**config.mk**
```make
export PLATFORM = sky130hd
export DESIGN_NAME = tick_timer
export DESIGN_NICKNAME = d
export VERILOG_FILES = /design/src/source/mem_pkg.sv /design/src/source/tick_timer.sv
export SDC_FILE = /design/constraint.sdc
export NUM_CORES = 1
export LEC_CHECK = 0
export BUFFER_PORTS_ARGS = -buffer_cell sky130_fd_sc_hd__clkbuf_2
export CAP_MARGIN = 25
export CORE_ASPECT_RATIO = 0.75
export CORE_MARGIN = 4
export CORE_UTILIZATION = 45
export DETAILED_ROUTE_END_ITERATION = 6
export PLACE_DENSITY = 0.73
export REMOVE_ABC_BUFFERS = 1
export SLEW_MARGIN = 20
export SYNTH_ARGS = -nofsm -noshare
export SYNTH_HDL_FRONTEND = slang
export SYNTH_SLANG_ARGS = --single-unit
```
**constraint.sdc**
```tcl
create_clock -name clk -period 5.7 [get_ports clk]
set_input_delay 1.14 -clock clk [delete_from_list [all_inputs] [get_ports clk]]
set_output_delay 1.14 -clock clk [all_outputs]
set_load 0.02 [all_outputs]
```
**src/source/mem_pkg.sv**
```systemverilog
// Shared definitions for the RV32I data memory block
// Word and lane widths, access sizes, the one-hot target select
// and the word addresses of the memory-mapped peripherals
`default_nettype none

package mem_pkg;

    localparam int DATA_W = 32;
    localparam int BYTE_W = 8;
    localparam int LANES  = DATA_W / BYTE_W;

    typedef logic [DATA_W-1:0] word_t;
    typedef logic [BYTE_W-1:0] byte_t;
    typedef logic [LANES-1:0]  lane_mask_t;

    // Low two bits of funct3
    typedef enum logic [1:0] {
        SIZE_BYTE = 2'b00,
        SIZE_HALF = 2'b01,
        SIZE_WORD = 2'b10
    } access_size_e;

    // Bit positions inside the one-hot region select
    localparam int RGN_RAM_BIT    = 0;
    localparam int RGN_LED_BIT    = 1;
    localparam int RGN_MILLIS_BIT = 2;
    localparam int RGN_MICROS_BIT = 3;

    typedef enum logic [3:0] {
        REGION_NONE   = 4'b0000,
        REGION_RAM    = 4'b0001,
        REGION_LED    = 4'b0010,
        REGION_MILLIS = 4'b0100,
        REGION_MICROS = 4'b1000
    } region_e;

    // Peripheral word addresses at 0xFFFFFFFC, 0xFFFFFFF8 and 0xFFFFFFF4
    localparam logic [29:0] LEDS_WORD   = 30'h3FFF_FFFF;
    localparam logic [29:0] MILLIS_WORD = 30'h3FFF_FFFE;
    localparam logic [29:0] MICROS_WORD = 30'h3FFF_FFFD;

endpackage

`default_nettype wire

```
**src/source/tick_timer.sv**
```systemverilog
// Free-running elapsed time counter
// A prescaler divides the clock by TICKS and advances a 32-bit count
`timescale 1ns/10ps
`default_nettype none

module tick_timer #(
    parameter int TICKS = 1000
) (
    input  logic           clk,
    input  logic           rst,
    output mem_pkg::word_t count
);
    import mem_pkg::*;

    localparam int PRE_W = (TICKS > 1) ? $clog2(TICKS) : 1;

    logic [PRE_W-1:0] prescale;
    logic             wrap;

    assign wrap = (prescale == PRE_W'(TICKS - 1));

    always_ff @(posedge clk) begin
        if (rst) begin
            prescale <= '0;
            count    <= '0;
        end else if (wrap) begin
            prescale <= '0;
            count    <= count + 1'b1;
        end else begin
            prescale <= prescale + 1'b1;
        end
    end

endmodule

`default_nettype wire
```
==> results.py <==
metrics = {
    "status": {
        "status": "completed",
    },
    "synth": {
        "synthArstFlopShare": 0,
        "yosysTopAreaCell": "dfxtp_1",
        "ys_warn_count": 0,
        "synth_cells": 211,
        "yosys_register_bits": 42,
        "synth.avg_cell_area_um2": 9.061,
        "synth_area_um2": 1912,
        "yosysUniqueCellTypes": 31,
        "synth_seq_area_share": 0.4398,
        "synth-edff-count": 0,
        "ys.flop_type": "dfxtp_1",
        "yosys.area.top_type_share": 0.4398,
        "synth.area.top_cells": "dfxtp_1 44%, xor2_1 11%, nor2_1 6.5%, nand4_1 4.3%, xnor2_1 4.1%",
    },
    "floorplan": {
        "initial_core_util": 0.4687,
        "pin_count": 34,
        "dieArea_um2": 5366,
        "rows": 20,
        "fp.dieW_um": 83.27,
        "die_h_um": 64.45,
        "core_area_um2": 4079,
    },
    "clock_tree": {
        "cts-resized-gates": 0,
        "cts_setup_buffers": 0,
        "cts_tree": "done",
        "clockBufferDepth": 2,
        "clkTransAtPathRegs_ns": 0.08,
        "clkLatencyLatePin_ns": 0.30,
        "htreeDepth": 2,
        "hold_buffers": 0,
        "cts_root_buf": "clkbuf_8",
        "numCtsBuffers": 5,
        "cts.sinks": 42,
    },
    "final_layout": {
        "area_growth_pct": 16.03,
        "fill_cells": 378,
        "antenna-diode-count": 0,
        "fin_cells": 298,
        "layout.nets": 246,
        "drive_gt1_frac": 0.2058,
    },
    "worst_setup_path": {
        "regToRegEndpoint": "count[31]",
        "ff2ff_path_depth": 7,
        "setup.worst_path.class": "flop to flop",
        "r2r_slack_ns": 3.38,
        "crit_arrival_ns": 2.54,
        "startpoint": "prescale[0]",
        "required_ns": 5.91,
        "startpoint_type": "flop",
        "max_stage_delay_ns": 0.42,
        "path_cells": "ha_1 > nand4b_2 > nor4_2 > buf_2 > nand4_1 > or3_1 > a21oi_1",
        "critPathCaptureType": "flop",
        "rr_startpoint": "prescale[0]",
        "endpoint": "count[31]",
        "slowest_stage": "or3_1",
        "cp_max_fo": 9,
    },
    "sta": {
        "slew_violations": 0,
        "setup_viol": 0,
        "skew_ns": 0.007022,
        "setup_tns_ns": 0,
        "layout_worst_path_cycle_share": 0.4076,
        "rsz0062_at_grt": "false",
        "hold_viol_final": 0,
        "finalCriticalPeriod_ns": 2.324,
        "fmax_mhz": 430.4,
        "worst_slew_pin_slew_ns": 0.8521,
        "slew_headroom": 0.4319,
    },
    "placement": {
        "dp_hpwl_mm": 2.698,
        "io_buffers": 33,
        "dp_cells": 289,
        "routabilityCongestion": 0.7793,
    },
    "routing": {
        "drt_iter0_drc": 67,
        "routed_wl_mm": 3.943,
        "vias": 1571,
        "first_pass_iters": 4,
        "ant_nets": 0,
        "viasPerCell": 5.272,
        "avgRoutedWirePerCell_um": 13.23,
        "drc": 0,
    },
    "power_and_ir_drop": {
        "leakagePower_nw": 0.8976,
        "ir_drop_uv": 110.4,
        "powerDensity_nw_per_um2": 241.6,
    },
    "global_routing": {
        "grtUsageTotal": 0.1596,
        "grt_max_degree": 44,
        "antenna_found_initial": 0,
        "grt_pass1_vias": 1501,
        "grt_remaining_overflow": 0,
        "grt_pass1_wl_mm": 6.913,
    },
    "run": {
        "cap_violations": 0,
    },
    "hold_path": {
        "hp-class": "flop to flop",
    },
}
==> routing by layer <==
layer	share of wire	GRT usage	vias to the layer above	wire length, um
met5	0	0	-	0
met1	0.52	0.2124	731	2056
met3	0.051	0.05845	4	200
met2	0.42	0.2420	33	1651
li1	-	-	803	-
met4	0.0086	0.04898	0	34
==> cells in the mapped netlist, types with 2 or more instances <==
library cell and instances:
nand3_1 15, and2_1 2, nor3_1 8, a21oi_1 5, o21ai_0 4, or3_1 4, nand4_1 13, dfxtp_1 42
nor4_1 2, xnor2_1 9, ha_1 2, and4_1 4, or4_1 2, clkbuf_1 7, nor2_1 33, and3_1 12
buf_2 3, xor2_1 24, nand2_1 8
==> worst max-delay path: cells and delay by family, from the launching register on <==
family	cells	cell delay, ns
simple gates	4	1.21
buf+inv	1	0.28
fa+ha+maj	1	0.23
flops	1	0.36
compound gates	1	0.15
==> cell usage in the layout (no fill, tap or decap), types with 2 or more instances in the layout <==
master,count
a21oi_1,5
and2_1,2
and3_1,12
and4_1,4
clkbuf_2,33
clkbuf_8,5
clkinv_2,2
dfxtp_1,42
ha_1,2
nand2_1,8
nand3_1,15
nand4_1,13
nor2_1,33
nor3_1,8
nor4_1,2
o21ai_0,4
or3_1,4
or4_1,2
xnor2_1,9
xor2_1,24
==> sequential cells by signal (all words and copies together), names as in the netlist <==
name / flops
count: 32
prescale: 10
==> worst min path at each step <==
stage,cells after the start,slack (ns),end,from
floorplan,1,0.42,prescale[0],prescale[0]
global placement,1,0.43,prescale[0],prescale[0]
detailed placement,1,0.45,prescale[0],prescale[0]
CTS,1,0.46,prescale[0],prescale[0]
global route,1,0.48,prescale[0],prescale[0]
finish,1,0.46,prescale[0],prescale[0]
==> kinds of logic (layout without fill, tap and decap cells) <==
logic type,after synthesis,after routing,share of synthesized area
compound gates,10,10,0.02749
xor+xnor,33,33,0.1512
fa+ha+maj,2,2,0.01309
buf+inv,12,44,0.02749
flops,42,42,0.4398
mux,2,2,0.01113
simple gates,110,110,0.3298
==> where the power goes <==
| part | leakage (nW) | switching, W | internal (W) | total, W |
|---|---|---|---|---|
| sequential | 0.339 | 0.00000133 | 0.000295 | 0.000296 |
| clock | 0.0579 | 0.000103 | 0.000129 | 0.000232 |
| combinational | 0.501 | 0.00000583 | 0.00000225 | 0.00000808 |
==> per-stage QoR <==
step | cell area, um^2 | utilization | hold WS, ns | worst slack (ns) | total power, W
after floorplan | 1863 | - | 0.4197 | 3.396 | 0.0003059
after global placement | 2097 | 0.5141 | 0.4330 | 3.175 | 0.0003114
after detailed placement | 2105 | 0.5160 | 0.4505 | 3.035 | 0.0003114
after CTS | 2213 | 0.5426 | 0.4624 | 2.975 | 0.0005407
after global routing | 2218 | 0.5439 | 0.4839 | 3.127 | 0.0005554
final | 2218 | 0.5439 | 0.4593 | 3.376 | 0.0005360
==> layout make-up <==
type,count,area [um^2],share of cell area
flip-flops and latches,42,840.8,0.3790
multi-input cells,157,1018,0.4591
repair buffers,35,177.7,0.08009
clock buffers,5,68.82,0.03102
inverters,1,3.754,0.001692
clock inverters,3,40.04,0.01805
well taps,55,68.82,0.03102
Power figures use the tool's default switching activity.
