`src/source/mem_pkg.sv`:
```
// Shared definitions for the RV32I data memory block
// Word and lane widths, access sizes, the one-hot target select
// and the word addresses of the memory-mapped peripherals
`default_nettype none

package mem_pkg;

    localparam int DATA_W = 32;
    localparam int BYTE_W = 8;
    localparam int LANES  = DATA_W / BYTE_W;

    typedef logic [DATA_W-1:0] word_t;
    typedef logic [BYTE_W-1:0] byte_t;
    typedef logic [LANES-1:0]  lane_mask_t;

    // Low two bits of funct3
    typedef enum logic [1:0] {
        SIZE_BYTE = 2'b00,
        SIZE_HALF = 2'b01,
        SIZE_WORD = 2'b10
    } access_size_e;

    // Bit positions inside the one-hot region select
    localparam int RGN_RAM_BIT    = 0;
    localparam int RGN_LED_BIT    = 1;
    localparam int RGN_MILLIS_BIT = 2;
    localparam int RGN_MICROS_BIT = 3;

    typedef enum logic [3:0] {
        REGION_NONE   = 4'b0000,
        REGION_RAM    = 4'b0001,
        REGION_LED    = 4'b0010,
        REGION_MILLIS = 4'b0100,
        REGION_MICROS = 4'b1000
    } region_e;

    // Peripheral word addresses at 0xFFFFFFFC, 0xFFFFFFF8 and 0xFFFFFFF4
    localparam logic [29:0] LEDS_WORD   = 30'h3FFF_FFFF;
    localparam logic [29:0] MILLIS_WORD = 30'h3FFF_FFFE;
    localparam logic [29:0] MICROS_WORD = 30'h3FFF_FFFD;

endpackage

`default_nettype wire

```
`src/source/led_pwm.sv`:
```
// LED PWM peripheral
// Four 8-bit duty bytes (blue, green, red, user LED from lane 0 up)
// compared against a shared free-running 8-bit counter
`timescale 1ns/10ps
`default_nettype none

module led_pwm (
    input  logic                clk,
    input  logic                rst,
    input  mem_pkg::lane_mask_t lane_we,
    input  mem_pkg::word_t      lane_wdata,
    output mem_pkg::word_t      duty,
    output logic                led,
    output logic                red,
    output logic                green,
    output logic                blue
);
    import mem_pkg::*;

    logic [BYTE_W-1:0] pwm_cnt;
    logic [LANES-1:0]  pwm_out;

    always_ff @(posedge clk) begin
        if (rst) begin
            duty <= '0;
        end else begin
            for (int i = 0; i < LANES; i++) begin
                if (lane_we[i]) begin
                    duty[i*BYTE_W +: BYTE_W] <= lane_wdata[i*BYTE_W +: BYTE_W];
                end
            end
        end
    end

    // Wraps every 256 cycles
    always_ff @(posedge clk) begin
        if (rst) begin
            pwm_cnt <= '0;
        end else begin
            pwm_cnt <= pwm_cnt + 1'b1;
        end
    end

    for (genvar i = 0; i < LANES; i++) begin : g_pwm
        assign pwm_out[i] = pwm_cnt < duty[i*BYTE_W +: BYTE_W];

        // A pulse starts with the counter period unless its duty byte just changed
        assert property (@(posedge clk) disable iff (rst)
            $rose(pwm_out[i]) |-> pwm_cnt == '0 || $changed(duty[i*BYTE_W +: BYTE_W]))
            else $error("led_pwm: lane %0d rose in the middle of a period", i);
    end

    assign {led, red, green, blue} = pwm_out;

endmodule

`default_nettype wire

```
`config.mk`:
```
export PLATFORM = sky130hd
export DESIGN_NAME = led_pwm
export DESIGN_NICKNAME = d
export VERILOG_FILES = /design/src/source/mem_pkg.sv /design/src/source/led_pwm.sv
export SDC_FILE = /design/constraint.sdc
export NUM_CORES = 1
export LEC_CHECK = 0
export ABC_CLOCK_PERIOD_IN_PS = 1400
export BUFFER_PORTS_ARGS = -buffer_cell sky130_fd_sc_hd__buf_4
export CORE_MARGIN = 2
export CORE_UTILIZATION = 25
export DETAILED_ROUTE_END_ITERATION = 16
export SYNTH_ARGS = -nofsm -noshare
export SYNTH_HDL_FRONTEND = slang
export SYNTH_SLANG_ARGS = --single-unit
```
`constraint.sdc`:
```
create_clock -name clk -period 1.4 [get_ports clk]
set_input_delay 0 -clock clk [delete_from_list [all_inputs] [get_ports clk]]
set_output_delay 0 -clock clk [all_outputs]
set_load 0.02 [all_outputs]
```
==> run_results.csv, run 1 <==
group,metric,value,unit
sta,period_share,1.12,
route,post_drt_wl_per_cell,12.4,microns
synth,syn_avg_cell_area,8.92,sq um
sta,tightest_slew,438,ps
worst_setup_path,critPathKind,"register to output port",
route,ant_nets,0,
run_status,status,"complete, but fails checks",
clock_network,clockBufferDepth,2,
synth,synth_top_area_share,0.377,
place,dp_hpwl,3.86,mm
clock_network,cts_max_level,2,
worst_setup_path,cp_max_fo,2,
sta,max_slew_margin,0.708,
clock_network,root_buffer,"clkbuf_8",
sta,setup_violations,4,
synth,synth_area,0.00212,sq mm
route,firstDrtPassIters,4,
sta,fin_skew,5.54,ps
worst_setup_path,crit_family,"compound AO/OA/AOI/OAI gates",
sta,hold_ws,53.3,ps
synth,synth_area_leaders,"dfxtp_1 38%, ha_1 17%, mux2i_1 15%",
synth,yosys.area.top_type,"dfxtp_1",
global_routing,grt_pass1_wl,8.87,mm
global_routing,grt_antenna_before_repair,0,
synth,synth_fp_nets,305,
sta,rsz0062_at_grt,"yes",
floorplanning,boundaryPins,74,
sta,fin_crit,1570,ps
clock_network,clock_latency,300,ps
sta,fin_tns_setup,-611,ps
synth,yosysSeqAreaShare,0.377,
place,portBuffers,73,
global_routing,grt_max_degree,41,
cells_and_area,final_cell_mix,"83 x buf_4, 39 x nor2_1, 32 x mux2i_1, 32 x dlygate4sd3_1, 26 x dfxtp_1",
floorplanning,dieArea,0.00924,sq mm
worst_setup_path,r2r_slack,90,ps
flow_run,max_cap_viol_count,0,
route,drt-initial-drc-count,38,
synth,ys_ff_latch,40,
global_routing,grt_overflow,0,
clock_network,cts_tree,"yes",
place,pre_cts_slack,-7.14,ps
worst_setup_path,cp_cell_sequence,"inv_2 > ha_4 > and3_4 > a221oi_2 > o21a_1 > buf_6",
cells_and_area,layout.cells.most_common,"buf_4",
clock_network,cts_buffers,5,
cells_and_area,drive_above_1_share,0.408,
worst_setup_path,cpPeakStageDelay,350,ps
place,gp_congestion,0.752,
worst_setup_path,cp-end-kind,"output port",
sta,hold_violations,0,
clock_network,clock_sinks,40,
cells_and_area,finalNetCount,426,
global_routing,grt_pass1_vias,1956,
floorplanning,rows,33,
sta,maxSlewViolCount,0,
worst_setup_path,cp.arrival,1570,ps
route,wirelength,5.77,mm
synth,synthCells,238,
cells_and_area,syn_to_final_growth,72.6,%
global_routing,grtUsageTotal,0.125,
sta,timing.fmax,0.635,GHz
sta,layout_setup_ws,-174,ps
floorplanning,core,0.00822,sq mm
worst_setup_path,critPathRequiredTime,1400,ps
worst_setup_path,crit_buf_inv,2,
run_status,violations,"setup timing",
cells_and_area,insertedDiodeCount,0,
floorplanning,die_w,96.1,microns
route,vias,2051,
worst_setup_path,cpMaxStageDelayCell,"dfxtp_4",
power,ir_worst_vdd,0.000434,V
clock_network,path_clk_slew,90,ps
route,via_per_inst,4.41,
worst_setup_path,cp-start-kind,"register",
route,drc,0,
power,power.density,823,mW/mm^2
synth,yosys_warnings,0,
worst_hold_path,holdCritPathClass,"input pin to register",
floorplanning,die_h,96.1,microns
floorplanning,start_util,0.258,
synth,synth_cell_types,25,
power,leakage,1.68,nW
final cells by class:
| cell class | count | area [sq um] |
|---|---|---|
| Fill cell | 789 | 4550 |
| Multi-Input combinational cell | 162 | 1460 |
| Timing Repair Buffer | 122 | 1030 |
| Sequential cell | 40 | 826 |
| Tap cell | 105 | 131 |
| Inverter | 28 | 105 |
| Clock buffer | 5 | 68.8 |
| Clock inverter | 3 | 46.3 |
registers in the layout (all words and copies together) (netlist names):
signal and count:
duty 32, pwm_cnt 8
what timing repair did:
action                                  4_1_cts  5_1_grt
buffers inserted                              6        1
gates resized for setup                      51        6
pin swaps                                    24       10
endpoints found under the hold margin        32        0
hold buffers                                 32        0
endpoints found under the setup margin        4        4
through the flow:
step,util,cells,power [mW],cell area [sq um]
2_1_floorplan,-,238,1.62,2130
3_3_place_gp,0.347,418,1.88,2850
3_5_place_dp,0.347,418,1.89,2850
4_1_cts,0.442,464,3.05,3630
5_1_grt,0.446,465,3.16,3660
6_report,0.446,465,3.01,3660
report_power, final:
group,switching [mW],internal [mW],leakage [nW]
combinational,0.361,0.407,1.29
sequential,0.0472,1.20,0.336
clock,0.463,0.538,0.0548
total,0.871,2.14,1.68
Yosys cell counts (all sizes together):
library cell,number
dfxtp,40
nor2,39
mux2i,32
ha,29
inv,28
a21oi,15
nand3,11
nand2,8
o21ai,6
buf,5
nor2b,4
a21o,3
clkbuf,3
o211ai,3
or3,3
xor2,2
a221oi,1
a31oi,1
and3,1
nand2b,1
nand4,1
o21a,1
xnor2,1
worst reg2reg max path, stage by stage, from the launching register on:
cell and delay [ps]:
dfxtp_2 370, buf_6 150, buf_4 140, nand4_1 90, or3_1 350, a21oi_1 130
logic make-up (layout without fill, tap and decap cells):
family / Yosys count / count (layout) / share of synthesized area
xor gates and xnor gates: 3 / 3 / 0.0124
AOI/OAI and AO/OA: 30 / 30 / 0.0814
DFF: 40 / 40 / 0.377
adders and majority gates: 29 / 29 / 0.171
muxes: 32 / 32 / 0.151
and+or+nand+nor: 68 / 68 / 0.141
buffers and inverters: 36 / 158 / 0.0660
worst paths after layout:
kind              startpoint         end  cells after the start
setup / recovery    duty[22]         red                      6
hold / removal    lane_we[2]    duty[21]                      3
setup reg to reg  pwm_cnt[4]  pwm_cnt[7]                      5
hold reg to reg     duty[26]    duty[26]                      2
layer usage:
layer  vias up  routed length, microns  global-route usage
li1       1048                       -                   -
met1       948                    2560               0.146
met2        48                    2940               0.229
met3         7                     228              0.0235
met4         0                      53              0.0381
met5         -                       0                   0
(Power assumes the default switching activity.)
==> inputs of run 2 (changes only) <==
- CORE_ASPECT_RATIO: default -> 1.25
==> run 2 against run 1 <==
Compared with the run above:
- the flow still finishes with violations (setup timing)
- largest cell class unchanged
- sequential cell count stayed put
- die area hardly changed
- core utilization is 0.33 points lower
- register-to-register slack hardly changed
- critical path depth is 1 lower
- clock skew is 1.7 ps higher
- highest routed layer unchanged
- combinational power is 0.7% higher
- power is 1.2% lower
- critical endpoint unchanged
- count of clock-buffer cells in the layout stayed put
- first-iteration DRC count is 58% higher
==> run_results.csv, run 2 (same netlist as run 1, synthesis figures left out) <==
group,metric,value,unit
worst_setup_path,cp-end-kind,"output port",
worst_setup_path,cp_max_fo,2,
sta,fin_skew,7.19,ps
sta,setup_violations,4,
run_status,status,"complete, but fails checks",
cells_and_area,largest_register,"duty",
cells_and_area,drive_above_1_share,0.411,
sta,hold_violations,0,
cells_and_area,final_cell_mix,"84 x buf_4, 39 x nor2_1, 32 x mux2i_1, 32 x dlygate4sd3_1",
sta,period_share,1.14,
route,ant_nets,0,
place,dpl_cell_area,0.00284,sq mm
clock_network,clock_sinks,40,
cells_and_area,layout.cells.most_common,"buf_4",
worst_setup_path,critPathRequiredTime,1400,ps
sta,tightest_slew,413,ps
sta,layout_setup_ws,-202,ps
clock_network,cts_tree,"yes",
route,firstDrtPassIters,4,
worst_setup_path,r2r_slack,90,ps
clock_network,clockBufferDepth,2,
floorplanning,core,0.00824,sq mm
worst_hold_path,holdCritPathClass,"input pin to register",
floorplanning,die_w,86.4,microns
route,drt-initial-drc-count,60,
worst_setup_path,r2r_cells,5,
worst_setup_path,cp.arrival,1600,ps
worst_hold_path,min_from,"lane_we[2]",
worst_setup_path,worstReg2RegEnd,"pwm_cnt[7]",
sta,rsz0062_at_grt,"yes",
clock_network,root_buffer,"clkbuf_8",
power,leakage,1.68,nW
floorplanning,start_util,0.258,
cells_and_area,syn_to_final_growth,71.8,%
floorplanning,rows,37,
route,vias,2009,
cells_and_area,largest_reg_flops,32,
global_routing,grt_pass1_wl,9.47,mm
power,ir_worst_vdd,0.000470,V
clock_network,path_clk_slew,90,ps
route,drc,0,
place,portBuffers,73,
global_routing,grt_pass1_vias,2039,
run_status,violations,"setup timing",
global_routing,grt_max_degree,41,
floorplanning,dieArea,0.00925,sq mm
clock_network,clock_latency,300,ps
floorplanning,boundaryPins,74,
power,total_power,2.98,mW
global_routing,grtUsageTotal,0.129,
flow_run,max_cap_viol_count,0,
worst_hold_path,worstHoldEndpoint,"duty[19]",
worst_hold_path,worstHoldPathCells,3,
global_routing,grt_antenna_before_repair,0,
sta,max_slew_margin,0.724,
worst_setup_path,critPathKind,"register to output port",
clock_network,cts_buffers,5,
worst_setup_path,cp-start-kind,"register",
route,wirelength,5.82,mm
cells_and_area,final_area,0.00365,sq mm
sta,fin_crit,1600,ps
cells_and_area,finalNetCount,426,
cells_and_area,reg_top3,"duty x32, pwm_cnt x8",
floorplanning,die_h,107,microns
clock_network,cts_max_level,2,
route,post_drt_wl_per_cell,12.7,microns
route,via_per_inst,4.40,
place,gp_congestion,0.700,
sta,timing.fmax,0.624,GHz
place,dp_hpwl,3.82,mm
global_routing,grt_overflow,0,
cells_and_area,insertedDiodeCount,0,
sta,maxSlewViolCount,0,
power,power.density,817,mW/mm^2
worst_setup_path,rr_startpoint,"pwm_cnt[4]",
## run 2: routing by layer
| layer | wire [microns] | vias up | track usage |
|---|---|---|---|
| met2 | 3160 | 41 | 0.237 |
| met1 | 2370 | 919 | 0.146 |
| met5 | 0 | - | 0 |
| met3 | 206 | 7 | 0.0285 |
| met4 | 88 | 0 | 0.0413 |
| li1 | - | 1042 | - |
## run 2: how the worst max path moves through the flow
stage	start	end	slack (ps)	cells after the start
4_1_cts	duty[22]	red	-200	6
5_1_grt	duty[21]	red	-280	6
3_3_place_gp	duty[22]	red	-10	6
3_5_place_dp	duty[22]	red	-30	6
2_1_floorplan	duty[20]	red	0.2	5
6_report	pwm_cnt[7]	red	-200	5
## run 2: power by group
| group | total, mW | switching (mW) | internal (mW) |
|---|---|---|---|
| Combinational | 0.773 | 0.361 | 0.412 |
| Sequential | 1.24 | 0.0499 | 1.19 |
| Clock | 0.963 | 0.435 | 0.528 |
## run 2: through the flow
| stage | worst slack, ps | TNS, ps | std cells | hold WS (ps) | utilization |
|---|---|---|---|---|---|
| after floorplan | 0.227 | 0 | 238 | 146 | - |
| after global placement | -12.7 | -12.7 | 410 | 231 | 0.345 |
| after detailed placement | -30.3 | -30.3 | 410 | 240 | 0.345 |
| after CTS | -202 | -786 | 454 | 54.5 | 0.428 |
| after global routing | -276 | -971 | 457 | 69.8 | 0.442 |
| final | -202 | -683 | 457 | 59.6 | 0.442 |
## run 2: area by class of cell
cell class              instances  area [sq um]
multi-input cells             162          1450
clock buffers                   5          68.8
inverters                      28           108
well taps                      97           121
flip-flops and latches         40           835
clock inverters                 3          42.5
fillers                       785          4590
repair buffers                122          1030
## run 2: repair_timing
action,4_1_cts,5_1_grt
endpoints found under the hold margin,32,0
resized for setup,42,19
pin swaps,15,9
hold buffers,32,0
endpoints found under the setup margin,4,5
setup buffers,4,3
## run 2: worst max-delay path: stages, from the launching register on
cell and delay (ps):
dfxtp_4 370, ha_4 240, and3_4 170, a221oi_2 220
o21a_1 180, buf_6 120
