`config.mk`:
```
export PLATFORM = sky130hd
export DESIGN_NAME = load_align
export DESIGN_NICKNAME = d
export VERILOG_FILES = /design/src/source/mem_pkg.sv /design/src/source/load_align.sv
export SDC_FILE = /design/constraint.sdc
export NUM_CORES = 1
export LEC_CHECK = 0
export BUFFER_PORTS_ARGS = -buffer_cell sky130_fd_sc_hd__clkbuf_2
export CAP_MARGIN = 20
export CORE_ASPECT_RATIO = 1.4
export CORE_MARGIN = 2
export CORE_UTILIZATION = 25
export DETAILED_ROUTE_END_ITERATION = 16
export HOLD_SLACK_MARGIN = 0.08
export SLEW_MARGIN = 10
export SYNTH_ARGS = -nofsm -noshare
export SYNTH_HDL_FRONTEND = slang
export SYNTH_SLANG_ARGS = --single-unit
```
`constraint.sdc`:
```
create_clock -name clk -period 3.3 [get_ports clk]
set_input_delay 0.33 -clock clk [delete_from_list [all_inputs] [get_ports clk]]
set_output_delay 0.33 -clock clk [all_outputs]
set_load 0.005 [all_outputs]
```
`src/source/mem_pkg.sv`:
```
// Shared definitions for the RV32I data memory block
// Word and lane widths, access sizes, the one-hot target select
// and the word addresses of the memory-mapped peripherals
`default_nettype none

package mem_pkg;

    localparam int DATA_W = 32;
    localparam int BYTE_W = 8;
    localparam int LANES  = DATA_W / BYTE_W;

    typedef logic [DATA_W-1:0] word_t;
    typedef logic [BYTE_W-1:0] byte_t;
    typedef logic [LANES-1:0]  lane_mask_t;

    // Low two bits of funct3
    typedef enum logic [1:0] {
        SIZE_BYTE = 2'b00,
        SIZE_HALF = 2'b01,
        SIZE_WORD = 2'b10
    } access_size_e;

    // Bit positions inside the one-hot region select
    localparam int RGN_RAM_BIT    = 0;
    localparam int RGN_LED_BIT    = 1;
    localparam int RGN_MILLIS_BIT = 2;
    localparam int RGN_MICROS_BIT = 3;

    typedef enum logic [3:0] {
        REGION_NONE   = 4'b0000,
        REGION_RAM    = 4'b0001,
        REGION_LED    = 4'b0010,
        REGION_MILLIS = 4'b0100,
        REGION_MICROS = 4'b1000
    } region_e;

    // Peripheral word addresses at 0xFFFFFFFC, 0xFFFFFFF8 and 0xFFFFFFF4
    localparam logic [29:0] LEDS_WORD   = 30'h3FFF_FFFF;
    localparam logic [29:0] MILLIS_WORD = 30'h3FFF_FFFE;
    localparam logic [29:0] MICROS_WORD = 30'h3FFF_FFFD;

endpackage

`default_nettype wire

```
`src/source/load_align.sv`:
```
// Load result path
// Registers the access attributes, then picks RAM or peripheral data
// and extends the addressed byte or half word to 32 bits
`timescale 1ns/10ps
`default_nettype none

module load_align (
    input  logic             clk,
    input  logic             rst,
    input  logic [2:0]       funct3,
    input  logic [1:0]       byte_offset,
    input  mem_pkg::region_e region,
    input  mem_pkg::word_t   ram_word,
    input  mem_pkg::word_t   duty,
    input  mem_pkg::word_t   millis,
    input  mem_pkg::word_t   micros,
    output mem_pkg::word_t   rdata
);
    import mem_pkg::*;

    localparam int HALF_W = 2 * BYTE_W;

    access_size_e      size_q;
    logic              zext_q;
    logic [1:0]        offset_q;
    region_e           region_q;
    word_t             src;
    logic [BYTE_W-1:0] sel_byte;
    logic [HALF_W-1:0] sel_half;

    always_ff @(posedge clk) begin
        if (rst) begin
            size_q   <= SIZE_WORD;
            zext_q   <= 1'b0;
            offset_q <= 2'b00;
            region_q <= REGION_NONE;
        end else begin
            size_q   <= access_size_e'(funct3[1:0]);
            zext_q   <= funct3[2];
            offset_q <= byte_offset;
            region_q <= region;
        end
    end

    // Peripheral values are taken live, one cycle after the address
    always_comb begin
        case (region_q)
            REGION_RAM:    src = ram_word;
            REGION_LED:    src = duty;
            REGION_MILLIS: src = millis;
            REGION_MICROS: src = micros;
            default:       src = '0;
        endcase
    end

    assign sel_byte = src[offset_q*BYTE_W +: BYTE_W];
    assign sel_half = offset_q[1] ? src[DATA_W-1:HALF_W] : src[HALF_W-1:0];

    always_comb begin
        case (size_q)
            SIZE_BYTE: rdata = {{(DATA_W-BYTE_W){~zext_q & sel_byte[BYTE_W-1]}}, sel_byte};
            SIZE_HALF: rdata = {{(DATA_W-HALF_W){~zext_q & sel_half[HALF_W-1]}}, sel_half};
            default:   rdata = src;
        endcase
    end

endmodule

`default_nettype wire

```
==> results.md, run 1 <==
- Worst EP arrival: around 2.8 ns
- ANT cells: 0
- RSZ-0062 raised after global routing: false
- Total track usage: 0.204
- Yosys warns: 0
- Worst Path Max Fanout: 22
- DIE WIDTH: 78.6 um
- Post-Place Cells: approximately 530
- Pleak: between 1.5 and 2 nW
- Pint: roughly 0.00038 W
- Clock sinks: 9
- H-Tree Depth: 1
- Hold Crit Class: input port to flip-flop
- Layout Nets: between 500 and 600
- Wire length of the first global-routing pass: about 14 mm
- Unique masters post-synth: 41
- Synth Instances: 272
- Final period util: 0.939
- Seq cells post-synth: 9
- Startpoint Class: flip-flop
- Drt via density: ~5.4
- Worst Hold Launch: funct3[1]
- Status: finished, final reports clean
- CTS Buffer Depth: 2
- Row Count: 38
- Die area: around 8500 um^2
- Post-synth EDFFs: 0
- CTS tree: yes
- CP Class: flip-flop to output port
- Dominant cell by count in the synthesized netlist: a22oi_1
- Syn nets: about 410
- Hold Buf Count CTS: 0
- Largest net degree at the start of global routing: 28
- Initial antenna violation count: 0
- DRT Wirelength: between 9 and 10 mm
- Switching power: ~0.00023 W
- Share of layout cells above drive strength 1: 0.481
- Register area share after synthesis: 0.0926
- Max rail drop VDD: roughly 0.16 mV
- DR WL/cell: roughly 17 um
- Die H: around 110 um
- Synth-to-Final Area Change: 51.4%
- Switching share of total power: 0.382
- Synth async-reset ratio: 0
- DRC viols: 0
- Hold Vio Cnt, Final: 0
- Reg clk slew, reported paths: ~0.04 ns
- Number of global-route vias before repair: 2762
- GPL Wtd Cong: 0.884
- Port bufs: 170
- Starting Density: 0.254
- Final setup violation count: 0
- TritonRoute pass-1 iters: 5
- Core area: roughly 7700 um^2
- DRT antenna net count: 0
- Final core utilization: 0.385
- Clock Power Share: 0.200
- Worst path slowest cell: nor4b_2
- Max Freq: 323 MHz
- Comb pwr share: 0.596
- Top cells by instance count after synthesis: 38 x a22oi_1, 25 x nor2_1, 20 x nor2b_1
- Element type at the critical path end: output port
- Setup TNS: 0 ns
- Actual slew at the worst max-slew pin: 0.895 ns
- Max Slew Vio Count: 0
- Dpl hpwl: just under 8 mm
- CP peak stage delay: slightly above 0.8 ns
- Top cell type by total area after synthesis: a22oi_1
- Clk root buf: clkbuf_8
- Top-area cell type share of the netlist area: 0.147
- Seq pwr share: 0.204
- Finished Layout Cells: about 530
- Fin Hold WS: just under 0.3 ns
- Num ports: ~170
- Via count: between 2000 and 3000
- Hold path depth: 2
- Max Cap Viol: 0
- Cells along the critical path: buf_4 > nor4b_2 > a22oi_1 > o21ai_0 > nand2b_1 > a21oi_1 > nor3_1 > clkbuf_2
- Fin crit period: slightly above 3 ns
- Slew headroom: 0.402
- Worst path required time: around 3.0 ns
- Main synth FF type: dfxtp_1
- P per Cell Area: a little over 200 nW/um^2
- Cts bufs inserted: 3
- Total grt overflow: 0
- Mean Syn Cell Area: 7.15 um^2
- Synth Cell Area: between 1500 and 2000 um^2
- DRT iter0 DRCs: approximately 200
- Top post-synthesis cells by area: a22oi_1 15%, dfxtp_1 9.3%, nor2b_1 6.4%
- Hold path endpoint: size_q[1]
-- cells by family (layout without fill, tap and decap cells) --
family,count (synthesis),count (layout),share of synthesized area
flops,9,9,0.0926
simple gates,112,112,0.322
compound gates,123,123,0.509
buf+inv,28,188,0.0772
-- critical path, delay by kind of cell (launching register included) --
family,cells,cell delay (ns)
buf+inv,2,0.41
compound gates,3,0.52
simple gates,3,1.20
flops,1,0.40
-- power by group through the flow --
stage                     combinational (W)  clock (W)  sequential [W]
after floorplan                    0.000196          0        0.000120
after global routing               0.000399   0.000131        0.000126
after CTS                          0.000361   0.000126        0.000125
after global placement             0.000357          0        0.000127
final                              0.000364   0.000122        0.000125
after detailed placement           0.000359          0        0.000127
-- registers in the layout, indices dropped and copies added, names as in the netlist --
register  flops
zext_q        1
size_q        2
region_q      4
offset_q      2
-- metrics by stage --
| stage | total power, W | cell area, um^2 | setup slack (ns) |
|---|---|---|---|
| floorplan | 0.000316 | 1950 | 1.07 |
| global placement | 0.000484 | 2870 | 0.405 |
| detailed placement | 0.000486 | 2870 | 0.375 |
| CTS | 0.000612 | 2920 | 0.122 |
| global route | 0.000655 | 2950 | 0.0173 |
| finish | 0.000611 | 2950 | 0.203 |
-- final cells by class --
type / instances / area [um^2]
Clock buffer: 4 / 45.0
Multi-Input combinational cell: 235 / 1640
Tap cell: 100 / 125
Inverter: 1 / 3.75
Timing Repair Buffer: 183 / 948
Sequential cell: 9 / 180
Fill cell: 844 / 4710
-- routing by layer --
layer	routed length, um	track usage
met1	3410	0.232
met2	4750	0.394
met3	749	0.0242
met4	172	0.0589
met5	0	0
-- cells in the final DEF (no fill, tap or decap), types with 3 or more instances in the layout --
cell,n
a211o_1,9
a21oi_1,8
a221o_1,7
a222oi_1,7
a22o_1,11
a22oi_1,38
a22oi_2,3
a2bb2oi_1,7
buf_4,13
clkbuf_2,170
clkbuf_8,3
dfxtp_1,9
nand2_1,19
nand2b_1,8
nor2_1,25
nor2b_1,19
nor3_1,13
nor4b_4,3
o21ai_0,18
o31ai_1,4
o32ai_1,4
or2_2,7
or3_1,8
-- repair_timing --
item / in CTS / in global routing
setup buffers: 0 / 1
gates resized for setup: 0 / 4
endpoints found under the hold margin: 0 / 0
setup endpoints to repair: 0 / 27
-- how the worst max path moves through the flow --
stage,startpoint,endpoint,cells after the start
final,region_q[3],rdata[5],8
after global routing,region_q[3],rdata[3],8
after CTS,region_q[3],rdata[2],9
after detailed placement,region_q[3],rdata[2],9
after global placement,region_q[3],rdata[5],9
after floorplan,region_q[2],rdata[15],9
Note: power is estimated with default switching activity, not from simulation.
==> run 2: changes to the inputs <==
--- a/config.mk
+++ b/config.mk
@@ -7,11 +7,14 @@
 export LEC_CHECK = 0
 export BUFFER_PORTS_ARGS = -buffer_cell sky130_fd_sc_hd__clkbuf_2
 export CAP_MARGIN = 20
+export CELL_PAD_IN_SITES_DETAIL_PLACEMENT = 1
+export CELL_PAD_IN_SITES_GLOBAL_PLACEMENT = 2
 export CORE_ASPECT_RATIO = 1.4
 export CORE_MARGIN = 2
-export CORE_UTILIZATION = 25
+export CORE_UTILIZATION = 19
 export DETAILED_ROUTE_END_ITERATION = 16
 export HOLD_SLACK_MARGIN = 0.08
+export PLACE_DENSITY_LB_ADDON = 0.1
 export SLEW_MARGIN = 10
 export SYNTH_ARGS = -nofsm -noshare
 export SYNTH_HDL_FRONTEND = slang
==> run 2 against run 1 <==
  * Combinational power hardly changed
  * Fmax increased by 1.1%
  * Flip-flop and latch count did not move
  * Cell area increased by 3.5%
  * Critical path depth did not move
  * Sequential power about the same
  * Final cell count up 7.5%
  * Clock power increased by 76%
  * Worst hold slack worse by 0.015 ns
  * Largest cell class unchanged
  * Highest routed layer unchanged
==> results.md, run 2 (same netlist as run 1, synthesis figures left out) <==
- Pleak: about 1.5 nW
- Hold Crit Class: input port to flip-flop
- H-Tree Depth: 1
- DRT antenna net count: 0
- Final period util: 0.929
- Total track usage: 0.188
- DRT iter0 DRCs: 122
- DRC viols: 0
- Total grt overflow: 0
- Share of layout cells above drive strength 1: 0.483
- Delay-heaviest family, CP: compound AO/OA/AOI/OAI gates
- GPL Wtd Cong: 0.867
- Clk root buf: clkbuf_16
- ANT cells: 0
- Worst EP arrival: 2.73 ns
- Switching power: 0.000252 W
- # Post-CTS Setup Buffers: 0
- Max Cap Viol: 0
- Clock Power Share: 0.303
- Bufs and invs on worst path: 2
- Dpl hpwl: just over 9 mm
- CTS tree: yes
- Element type at the critical path end: output port
- Core area: about 10000 um^2
- Pint: 0.000456 W
- Seq pwr share: 0.180
- DR WL/cell: between 15 and 20 um
- DIE WIDTH: 89.5 um
- Startpoint Class: flip-flop
- CP Class: flip-flop to output port
- Largest net degree at the start of global routing: 20
- Max Slew Vio Count: 0
- Worst Path Max Fanout: 11
- Starting Density: 0.195
- Drt via density: ~5.0
- Initial antenna violation count: 0
- Biggest register: region_q
- Die H: 124 um
- P per Cell Area: 233 nW/um^2
- Wire length of the first global-routing pass: around 16 mm
- TritonRoute pass-1 iters: 5
- Placed Instance Area: 2960 um^2
- Worst path slowest cell: dfxtp_1
- RSZ-0062 raised after global routing: false
- Final instance area: just over 3000 um^2
- Hold Vio Cnt, Final: 0
- CTS Buffer Depth: 2
- Commonest non-fill, non-tap cell in the layout: clkbuf_2
- Final core utilization: 0.306
- Die area: about 11000 um^2
- Comb pwr share: 0.517
- Row Count: between 40 and 50
- Layout Nets: around 580
- Max Freq: about 330 MHz
- Fin crit period: just over 3 ns
- DRT Wirelength: about 11 mm
- Max rail drop VDD: ~0.23 mV
- Cts bufs inserted: 3
- Max FFs per register: 4
- CP peak stage delay: 0.62 ns
- Port bufs: between 150 and 200
- Via count: roughly 2900
- Most frequent cells in the layout: 170 x clkbuf_2, 38 x a22oi_1, 25 x nor2_1
- Actual slew at the worst max-slew pin: 0.712 ns
- Reg clk slew, reported paths: around 0.040 ns
- Cells along the critical path: and2b_1 > a22o_1 > a22oi_1 > a221oi_1 > nor4b_4 > buf_4 > a221o_1 > clkbuf_2
- Status: finished, final reports clean
- Switching share of total power: 0.356
- Number of global-route vias before repair: between 3000 and 4000
- Setup TNS: 0 ns
- Final setup violation count: 0
- Num ports: between 150 and 200
- Clock sinks: 9
- Synth-to-Final Area Change: 56.7%
- Worst path required time: approximately 3 ns
- Slew headroom: 0.520
- Largest regs: region_q x4, offset_q x2, size_q x2
==> run 2: path summary, 6_finish.rpt <==
| path | slack, ns | end | startpoint | depth (start not counted) |
|---|---|---|---|---|
| max | 0.24 | rdata[12] | region_q[3] | 8 |
| min | 0.28 | size_q[1] | funct3[1] | 2 |
==> run 2: repair_timing <==
action                                  in CTS  in global routing
endpoints found under the setup margin       0                  2
resized for setup                            0                  1
hold buffers                                 0                  0
==> run 2: cell type report <==
type	instances	area, um^2
Clock buffer	4	78.8
Fill cell	1280	6910
Inverter	1	3.75
Multi-Input combinational cell	235	1630
Sequential cell	9	180
Tap cell	135	169
Timing Repair Buffer	188	986
==> run 2: stage by stage <==
stage / instances / hold slack (ns) / power, W / setup slack (ns)
global placement: 568 / 0.519 / 0.000497 / 0.352
global route: 572 / 0.290 / 0.000760 / 0.000306
floorplan: 272 / 0.402 / 0.000316 / 1.07
detailed placement: 568 / 0.521 / 0.000498 / 0.387
finish: 572 / 0.277 / 0.000709 / 0.235
CTS: 572 / 0.277 / 0.000720 / 0.0657
==> run 2: metal layers <==
| layer | GRT usage | part of all wire | vias to the layer above |
|---|---|---|---|
| met5 | 0 | 0 | - |
| met4 | 0.0504 | 0.020 | 0 |
| met3 | 0.0172 | 0.049 | 13 |
| met2 | 0.362 | 0.53 | 119 |
| met1 | 0.215 | 0.40 | 1333 |
| li1 | - | - | 1401 |
==> run 2: power by group through the flow <==
stage | registers (W) | logic, W | clock network [W]
detailed placement | 0.000129 | 0.000369 | 0
CTS | 0.000127 | 0.000372 | 0.000221
global route | 0.000129 | 0.000405 | 0.000226
finish | 0.000128 | 0.000366 | 0.000215
global placement | 0.000127 | 0.000370 | 0
floorplan | 0.000120 | 0.000196 | 0
